## src/logic/perf_config.svh

```systemverilog
// ----------------------------------------
// MMU perf event block sizing
// Thread count, event lanes and APB widths
// ----------------------------------------
`ifndef PERF_CONFIG_SVH
`define PERF_CONFIG_SVH

// Hardware threads served by the block
`define PERF_THREADS 2

// Event bus lanes per thread and the width of one lane select
`define PERF_LANES 4
`define PERF_SEL_W 5

`define PERF_APB_AW 4
`define PERF_APB_DW 32

`endif

```

## src/logic/perf_reg_pkg.sv

```systemverilog
// ----------------------------------------
// MMU perf register map
// APB offsets and control register layout
// ----------------------------------------
`include "perf_config.svh"

package perf_reg_pkg;

   localparam logic [`PERF_APB_AW-1:0] PERF_CTRL_ADDR = 'h0;
   localparam logic [`PERF_APB_AW-1:0] PERF_MUX_T0_ADDR = 'h4;
   localparam logic [`PERF_APB_AW-1:0] PERF_MUX_T1_ADDR = 'h8;

   // Privilege states in which events are counted
   typedef struct packed {
      logic hyp;
      logic guest;
      logic user;
   } perf_count_mode_t;

   // CTRL register bit 0 is the bus enable, bits 1 to 3 the count mode
   typedef struct packed {
      perf_count_mode_t count_mode;
      logic             bus_enable;
   } perf_ctrl_t;

   // One select per lane, lane k in bits 5k to 5k+4 of a MUX register
   typedef logic [`PERF_LANES-1:0][`PERF_SEL_W-1:0] perf_lane_sel_t;

endpackage

```

## src/logic/perf_event_pkg.sv

```systemverilog
// ----------------------------------------
// MMU perf event types
// Input bundles, event vectors, mux view
// ----------------------------------------
`include "perf_config.svh"

package perf_event_pkg;

   typedef struct packed {
      logic                     valid;
      logic                     nonspec;
      logic [`PERF_THREADS-1:0] thdid;
   } perf_erat_req_t;

   // TLB compare results that are counted at core level, miss_direct in bit 0
   typedef struct packed {
      logic pt_fault;
      logic lrat_miss;
      logic lrat_request;
      logic ptereload;
      logic hit_first_page;
      logic hit_indirect;
      logic hit_direct;
      logic miss_direct;
   } perf_tlb_ev_t;

   // State: bit 0 set is problem, 2 is guest supervisor, 0 is hypervisor
   typedef struct packed {
      logic [1:0]   state;
      logic         tag4_nonspec;
      perf_tlb_ev_t ev;
   } perf_tlb_core_t;

   typedef struct packed {
      logic tlb_flush;
      logic tlbivax_snoop;
      logic tlbivax;
      logic tlbilx;
   } perf_inval_t;

   typedef logic [9:0] perf_cmp_vec_t;

   typedef struct packed {
      logic          cmp0_nonspec;
      logic          derat_req_nonspec;
      logic          ierat_req_nonspec;
      logic          derat_req;
      logic          ierat_req;
      perf_cmp_vec_t cmp;
   } perf_thread_ev_t;

   typedef struct packed {
      logic         miss_direct_nonspec;
      logic         erat_taken_nonspec;
      logic         derat_taken;
      logic         ierat_taken;
      perf_inval_t  inval;
      perf_tlb_ev_t tlb;
   } perf_core_ev_t;

   typedef struct packed {
      perf_core_ev_t   core_ev;
      perf_thread_ev_t thread_ev;
      logic            rsvd;
   } perf_unit_fields_t;

   // Flat view is indexed directly by the lane select number
   typedef union packed {
      logic [31:0]       flat;
      perf_unit_fields_t fields;
   } perf_unit_events_u;

   typedef logic [`PERF_LANES-1:0] perf_bus_t;

endpackage

```

## src/logic/perf_ctrl_regs.sv

```systemverilog
// ----------------------------------------
// Perf control register block
// APB slave for CTRL and lane select regs
// ----------------------------------------
`timescale 1ns/1ns
`include "perf_config.svh"

module perf_ctrl_regs (
   input  logic                                          nclk,
   input  logic                                          rst_n,
   input  logic [`PERF_APB_AW-1:0]                       paddr,
   input  logic                                          psel,
   input  logic                                          penable,
   input  logic                                          pwrite,
   input  logic [`PERF_APB_DW-1:0]                       pwdata,
   output logic [`PERF_APB_DW-1:0]                       prdata,
   output logic                                          pready,
   output logic                                          pslverr,
   output perf_reg_pkg::perf_ctrl_t                      ctrl,
   output perf_reg_pkg::perf_lane_sel_t [`PERF_THREADS-1:0] lane_sel
);
   import perf_reg_pkg::*;

   logic                    addr_hit;
   logic                    setup_phase;
   logic                    wr_en;
   logic [`PERF_APB_DW-1:0] rdata;

   assign pready = 1'b1;

   assign addr_hit = (paddr == PERF_CTRL_ADDR) || (paddr == PERF_MUX_T0_ADDR) ||
                     (paddr == PERF_MUX_T1_ADDR);
   assign setup_phase = psel & ~penable;
   assign wr_en = psel & penable & pwrite & addr_hit;

   always_comb begin
      rdata = '0;
      case (paddr)
         PERF_CTRL_ADDR: rdata[$bits(perf_ctrl_t)-1:0] = ctrl;
         PERF_MUX_T0_ADDR: rdata[$bits(perf_lane_sel_t)-1:0] = lane_sel[0];
         PERF_MUX_T1_ADDR: rdata[$bits(perf_lane_sel_t)-1:0] = lane_sel[1];
         default: rdata = '0;
      endcase
   end

   always_ff @(posedge nclk) begin
      if (!rst_n) begin
         ctrl <= '0;
         lane_sel <= '0;
      end else if (wr_en) begin
         case (paddr)
            PERF_CTRL_ADDR: ctrl <= pwdata[$bits(perf_ctrl_t)-1:0];
            PERF_MUX_T0_ADDR: lane_sel[0] <= pwdata[$bits(perf_lane_sel_t)-1:0];
            PERF_MUX_T1_ADDR: lane_sel[1] <= pwdata[$bits(perf_lane_sel_t)-1:0];
            default: ;
         endcase
      end
   end

   // Response is prepared in the setup phase so it is valid for the
   // whole access phase with no wait states
   always_ff @(posedge nclk) begin
      if (!rst_n) begin
         prdata <= '0;
         pslverr <= 1'b0;
      end else begin
         pslverr <= setup_phase & ~addr_hit;
         if (setup_phase && !pwrite) begin
            prdata <= rdata;
         end else begin
            prdata <= '0;
         end
      end
   end

endmodule

```

## src/logic/perf_event_gen.sv

```systemverilog
// ----------------------------------------
// Perf event generation
// Count-mode gating, per-thread/core events
// ----------------------------------------
`timescale 1ns/1ns
`include "perf_config.svh"

module perf_event_gen (
   input  logic                                            nclk,
   input  logic                                            rst_n,
   input  perf_reg_pkg::perf_ctrl_t                        ctrl,
   input  logic [`PERF_THREADS-1:0]                        msr_gs,
   input  logic [`PERF_THREADS-1:0]                        msr_pr,
   input  perf_event_pkg::perf_cmp_vec_t [`PERF_THREADS-1:0] tlb_cmp,
   input  perf_event_pkg::perf_erat_req_t [1:0]            ierat_req,
   input  perf_event_pkg::perf_erat_req_t [1:0]            derat_req,
   input  perf_event_pkg::perf_tlb_core_t                  tlb_core,
   input  perf_event_pkg::perf_inval_t                     inval,
   input  logic                                            ierat_req_taken,
   input  logic                                            derat_req_taken,
   input  logic                                            tag0_nonspec,
   output perf_event_pkg::perf_unit_events_u [`PERF_THREADS-1:0] unit_events
);
   import perf_reg_pkg::*;
   import perf_event_pkg::*;

   logic [`PERF_THREADS-1:0]             msr_gs_q;
   logic [`PERF_THREADS-1:0]             msr_pr_q;
   logic [`PERF_THREADS-1:0]             thread_en;
   logic                                 core_en;
   perf_thread_ev_t [`PERF_THREADS-1:0]  thread_ev_d;
   perf_thread_ev_t [`PERF_THREADS-1:0]  thread_ev_q;
   perf_core_ev_t                        core_ev_d;
   perf_core_ev_t                        core_ev_q;

   // Problem state wins over guest, hypervisor is neither
   function automatic logic mode_match(input logic pr, input logic gs,
                                       input perf_count_mode_t mode);
      return (pr & mode.user) | (~pr & gs & mode.guest) | (~pr & ~gs & mode.hyp);
   endfunction

   always_comb begin
      for (int t = 0; t < `PERF_THREADS; t++) begin
         thread_en[t] = mode_match(msr_pr_q[t], msr_gs_q[t], ctrl.count_mode);
      end
   end

   // TLB state maps onto the same rule with bit 0 as pr and bit 1 as gs
   assign core_en = mode_match(tlb_core.state[0], tlb_core.state[1], ctrl.count_mode);

   always_comb begin
      thread_ev_d = '0;
      for (int t = 0; t < `PERF_THREADS; t++) begin
         thread_ev_d[t].cmp = tlb_cmp[t] & {$bits(perf_cmp_vec_t){thread_en[t]}};
         thread_ev_d[t].cmp0_nonspec = tlb_cmp[t][0] & thread_en[t] & tlb_core.tag4_nonspec;
         for (int p = 0; p < 2; p++) begin
            thread_ev_d[t].ierat_req |= ierat_req[p].valid & ierat_req[p].thdid[t];
            thread_ev_d[t].derat_req |= derat_req[p].valid & derat_req[p].thdid[t];
            thread_ev_d[t].ierat_req_nonspec |=
               ierat_req[p].valid & ierat_req[p].nonspec & ierat_req[p].thdid[t];
            thread_ev_d[t].derat_req_nonspec |=
               derat_req[p].valid & derat_req[p].nonspec & derat_req[p].thdid[t];
         end
      end
   end

   always_comb begin
      core_ev_d.tlb = tlb_core.ev & {$bits(perf_tlb_ev_t){core_en}};
      core_ev_d.inval = inval;
      core_ev_d.ierat_taken = ierat_req_taken;
      core_ev_d.derat_taken = derat_req_taken;
      core_ev_d.erat_taken_nonspec = (ierat_req_taken | derat_req_taken) & tag0_nonspec;
      core_ev_d.miss_direct_nonspec = tlb_core.ev.miss_direct & core_en &
                                      tlb_core.tag4_nonspec;
   end

   // All event stage state freezes while the bus is disabled
   always_ff @(posedge nclk) begin
      if (!rst_n) begin
         msr_gs_q <= '0;
         msr_pr_q <= '0;
         thread_ev_q <= '0;
         core_ev_q <= '0;
      end else if (ctrl.bus_enable) begin
         msr_gs_q <= msr_gs;
         msr_pr_q <= msr_pr;
         thread_ev_q <= thread_ev_d;
         core_ev_q <= core_ev_d;
      end
   end

   always_comb begin
      for (int t = 0; t < `PERF_THREADS; t++) begin
         unit_events[t].fields.rsvd = 1'b0;
         unit_events[t].fields.thread_ev = thread_ev_q[t];
         unit_events[t].fields.core_ev = core_ev_q;
      end
   end

endmodule

```

## src/logic/perf_event_mux.sv

```systemverilog
// ----------------------------------------
// Perf event bus multiplexer
// Per-thread lane select, registered out
// ----------------------------------------
`timescale 1ns/1ns
`include "perf_config.svh"

module perf_event_mux (
   input  logic                                               nclk,
   input  logic                                               rst_n,
   input  logic                                               bus_enable,
   input  perf_reg_pkg::perf_lane_sel_t [`PERF_THREADS-1:0]    lane_sel,
   input  perf_event_pkg::perf_unit_events_u [`PERF_THREADS-1:0] unit_events,
   input  perf_event_pkg::perf_bus_t [`PERF_THREADS-1:0]       mm_event_bus_in,
   output perf_event_pkg::perf_bus_t [`PERF_THREADS-1:0]       mm_event_bus_out
);
   import perf_event_pkg::*;

   perf_bus_t [`PERF_THREADS-1:0] bus_d;

   // Select 0 chains the upstream lane through, any other value picks
   // that bit of the unit event word
   always_comb begin
      for (int t = 0; t < `PERF_THREADS; t++) begin
         for (int l = 0; l < `PERF_LANES; l++) begin
            if (lane_sel[t][l] == '0) begin
               bus_d[t][l] = mm_event_bus_in[t][l];
            end else begin
               bus_d[t][l] = unit_events[t].flat[lane_sel[t][l]];
            end
         end
      end
   end

   always_ff @(posedge nclk) begin
      if (!rst_n) begin
         mm_event_bus_out <= '0;
      end else if (bus_enable) begin
         mm_event_bus_out <= bus_d;
      end
   end

endmodule

```

## src/logic/mmu_perf_top.sv

```systemverilog
// ----------------------------------------
// MMU perf event block top level
// Registers, event stage and bus mux
// ----------------------------------------
`timescale 1ns/1ns
`include "perf_config.svh"

module mmu_perf_top (
   input  logic                                              nclk,
   input  logic                                              rst_n,
   input  logic [`PERF_APB_AW-1:0]                           paddr,
   input  logic                                              psel,
   input  logic                                              penable,
   input  logic                                              pwrite,
   input  logic [`PERF_APB_DW-1:0]                           pwdata,
   output logic [`PERF_APB_DW-1:0]                           prdata,
   output logic                                              pready,
   output logic                                              pslverr,
   input  logic [`PERF_THREADS-1:0]                          msr_gs,
   input  logic [`PERF_THREADS-1:0]                          msr_pr,
   input  perf_event_pkg::perf_cmp_vec_t [`PERF_THREADS-1:0] tlb_cmp,
   input  perf_event_pkg::perf_erat_req_t [1:0]              ierat_req,
   input  perf_event_pkg::perf_erat_req_t [1:0]              derat_req,
   input  perf_event_pkg::perf_tlb_core_t                    tlb_core,
   input  perf_event_pkg::perf_inval_t                       inval,
   input  logic                                              ierat_req_taken,
   input  logic                                              derat_req_taken,
   input  logic                                              tag0_nonspec,
   input  perf_event_pkg::perf_bus_t [`PERF_THREADS-1:0]     mm_event_bus_in,
   output perf_event_pkg::perf_bus_t [`PERF_THREADS-1:0]     mm_event_bus_out
);
   import perf_reg_pkg::*;
   import perf_event_pkg::*;

   perf_ctrl_t                              ctrl;
   perf_lane_sel_t [`PERF_THREADS-1:0]      lane_sel;
   perf_unit_events_u [`PERF_THREADS-1:0]   unit_events;

   perf_ctrl_regs regs_i (
      .nclk, .rst_n, .paddr, .psel, .penable, .pwrite, .pwdata,
      .prdata, .pready, .pslverr, .ctrl, .lane_sel
   );

   perf_event_gen gen_i (
      .nclk, .rst_n, .ctrl, .msr_gs, .msr_pr, .tlb_cmp, .ierat_req, .derat_req,
      .tlb_core, .inval, .ierat_req_taken, .derat_req_taken, .tag0_nonspec,
      .unit_events
   );

   perf_event_mux mux_i (
      .nclk, .rst_n, .bus_enable(ctrl.bus_enable), .lane_sel, .unit_events,
      .mm_event_bus_in, .mm_event_bus_out
   );

endmodule

```

## config.mk

```make
export PLATFORM = sky130hd
export DESIGN_NAME = mmu_perf_top
export DESIGN_NICKNAME = d
export VERILOG_FILES = /design/src/logic/perf_reg_pkg.sv /design/src/logic/perf_event_pkg.sv /design/src/logic/perf_ctrl_regs.sv /design/src/logic/perf_event_gen.sv /design/src/logic/perf_event_mux.sv /design/src/logic/mmu_perf_top.sv
export VERILOG_INCLUDE_DIRS = /design/src /design/src/logic
export SDC_FILE = /design/constraint.sdc
export NUM_CORES = 1
export LEC_CHECK = 0
export BUFFER_PORTS_ARGS = -buffer_cell sky130_fd_sc_hd__buf_4
export CAP_MARGIN = 20
export CORE_UTILIZATION = 58
export CTS_BUF_LIST = sky130_fd_sc_hd__clkbuf_4
export CTS_CLUSTER_DIAMETER = 60
export CTS_CLUSTER_SIZE = 8
export DETAILED_ROUTE_END_ITERATION = 10
export PLACE_DENSITY = 0.81
export SYNTH_ARGS = -nofsm -noshare
export SYNTH_HDL_FRONTEND = slang
export SYNTH_HIERARCHICAL = 1
export SYNTH_SLANG_ARGS = --single-unit
export TNS_END_PERCENT = 5
```

## constraint.sdc

```tcl
create_clock -name nclk -period 2.2 [get_ports nclk]
set_input_delay 0.11 -clock nclk [delete_from_list [all_inputs] [get_ports nclk]]
set_output_delay 0.11 -clock nclk [all_outputs]
set_load 0.03 [all_outputs]
```

==> metrics <==
status completed; fillers 838; CTS clk-pin slew, worst paths ~0.11 ns; CTS tree yes; initial antenna violation count 0; Layout area overhead 29.8%; final setup margin a little over 0.2 ns; Crit Path Max Fanout 47; Starting Density between 50% and 60%; CP peak stage delay 0.58 ns; crit share post-route 90.7%; total power ~4.6 mW; layout cells sized above 1 between 20% and 30%; Ys Warns 6; RSZ-0062 raised after global routing no; Worst Setup Path Type reg -> reg; die height ~120 um; first-pass GRT wire length between 30 and 40 mm; pre-CTS setup slack about 0.25 ns; CP Cell Sequence buf_4, buf_4, nand3_1, dlygate4sd3_1, o211a_1; Final setup viols 0; DRT Pass-1 Iters 6; Buf+Inv Stages, Crit Path 3; Crit path arrival time around 2.4 ns; Leak between 3 and 4 nW; Max Clk Rate 0.501 GHz; post_cts resized 0; chip width between 100 and 150 um; CTS Buffer Depth 2; Hold Slack about 0.052 ns; clock sinks between 100 and 150; Core Rows 41; Slew Viols, Final 0; die area 13400 um^2; crit path launch type flop; via density per instance a little over 6; final WL 23.5 mm; Final min period 1.99 ns; Routed Antenna Nets 0; Syn Area/Cell 10.0 um^2; largest net degree at the start of global routing 78; Worst-Skew Late Latency roughly 0.56 ns; core box area around 13000 um^2; CP Capture Type flop; final hold viol count 0; IO Port Bufs 123; worst slew pin tran 0.704 ns; cts hold-fix bufs between 100 and 150; IO Pins around 150; Worst path top cell family by delay buffers and inverters; setup bufs post-CTS 0; Worst Hold Class in -> reg; total CTS buffers 17; Syn Std Cell Area roughly 7500 um^2; final clock skew approximately 0.021 ns; pwr/cell area 477 nW/um^2; vias in the first global route approximately 7k; DRT iter0 DRCs slightly above 700; relative slew slack between 50% and 60%; WP data required between 2 and 3 ns; Max Cap Violations 0; Crit-path slowest cell dlygate4sd3_1; hpwl dp roughly 16 mm; gp weighted congestion approximately 0.9; Avg WL per Cell 20.7 um; H-tree Lvls 4; worst vdd ir 273 uV; setup_tns 0 ns; routed via count between 6k and 7k; most used cell, CP buf_4; total grt overflow 0; Mapped Cells roughly 750; total track usage between 30% and 40%; n_diodes 0; root buf cell clkbuf_4; DRC viols 0; Final nets approximately 1.1k
[through the flow]
step / cells / util [%] / area (um^2)
floorplan: 759 / - / 7550
global placement: 999 / 66.4 / 8380
detailed placement: 999 / 66.4 / 8380
CTS: 1133 / 77.2 / 9750
global route: 1133 / 77.2 / 9750
finish: 1133 / 77.2 / 9750
[per-layer routing]
| metal | vias to the layer above | share of wire (%) | track usage (%) |
|---|---|---|---|
| met5 | - | 0 | 0 |
| met2 | 392 | 49 | 61.1 |
| met4 | 0 | 3.7 | 16.6 |
| met1 | 3303 | 39 | 45.1 |
| met3 | 78 | 7.8 | 7.17 |
| li1 | 3128 | - | - |
[cells in the final DEF (no fill, tap or decap), drive strengths merged, types with 20 or more instances in the layout]
cell,instances
o21ai,35
a22oi,24
nand3b,42
clkbuf,20
dfxtp,123
dlygate4sd3,102
mux4,43
buf,159
mux2i,108
nor2,21
nand2,111
[sequential cells by signal, indices dropped and copies added, names as in the netlist]
name                    flops
regs_i/prdata              20
regs_i/ctrl                 4
gen_i/msr_pr_q              2
gen_i/unit_events          46
regs_i/pslverr              1
gen_i/msr_gs_q              2
regs_i/lane_sel            40
mux_i/mm_event_bus_out      8
[worst register-to-register path, delay by kind of cell, from the launching register on]
| kind | cells | cell delay, ns |
|---|---|---|
| and+or+nand+nor | 1 | 0.15 |
| AOI/OAI and AO/OA | 1 | 0.11 |
| buffers and inverters | 3 | 1.29 |
| DFF | 1 | 0.34 |
[report_power, final]
group          switching [mW]  internal [mW]  total (mW)
Clock                   0.873           1.05        1.92
Sequential             0.0121           2.23        2.24
Combinational           0.215          0.267       0.483
[cell type report]
class / instances / area (um^2) / share of cell area (%)
clock buffers: 20 / 150 / 1.54
clock inverters: 12 / 196 / 2.02
inverters: 6 / 22.5 / 0.231
multi-input cells: 539 / 4470 / 45.9
flip-flops and latches: 123 / 2460 / 25.3
well taps: 172 / 215 / 2.21
repair buffers: 261 / 2230 / 22.9
[path summary, 6_finish.rpt]
kind | startpoint | endpoint | cells past startpoint | slack, ns
min | paddr[2] | regs_i/prdata[2] | 4 | 0.05
max | regs_i/ctrl[0] | gen_i/unit_events[14] | 5 | 0.21
min reg2reg | mux_i/mm_event_bus_out[0] | mux_i/mm_event_bus_out[0] | 2 | 0.47
max reg2reg | regs_i/ctrl[0] | gen_i/unit_events[14] | 5 | 0.21
Power figures use the tool's default switching activity.
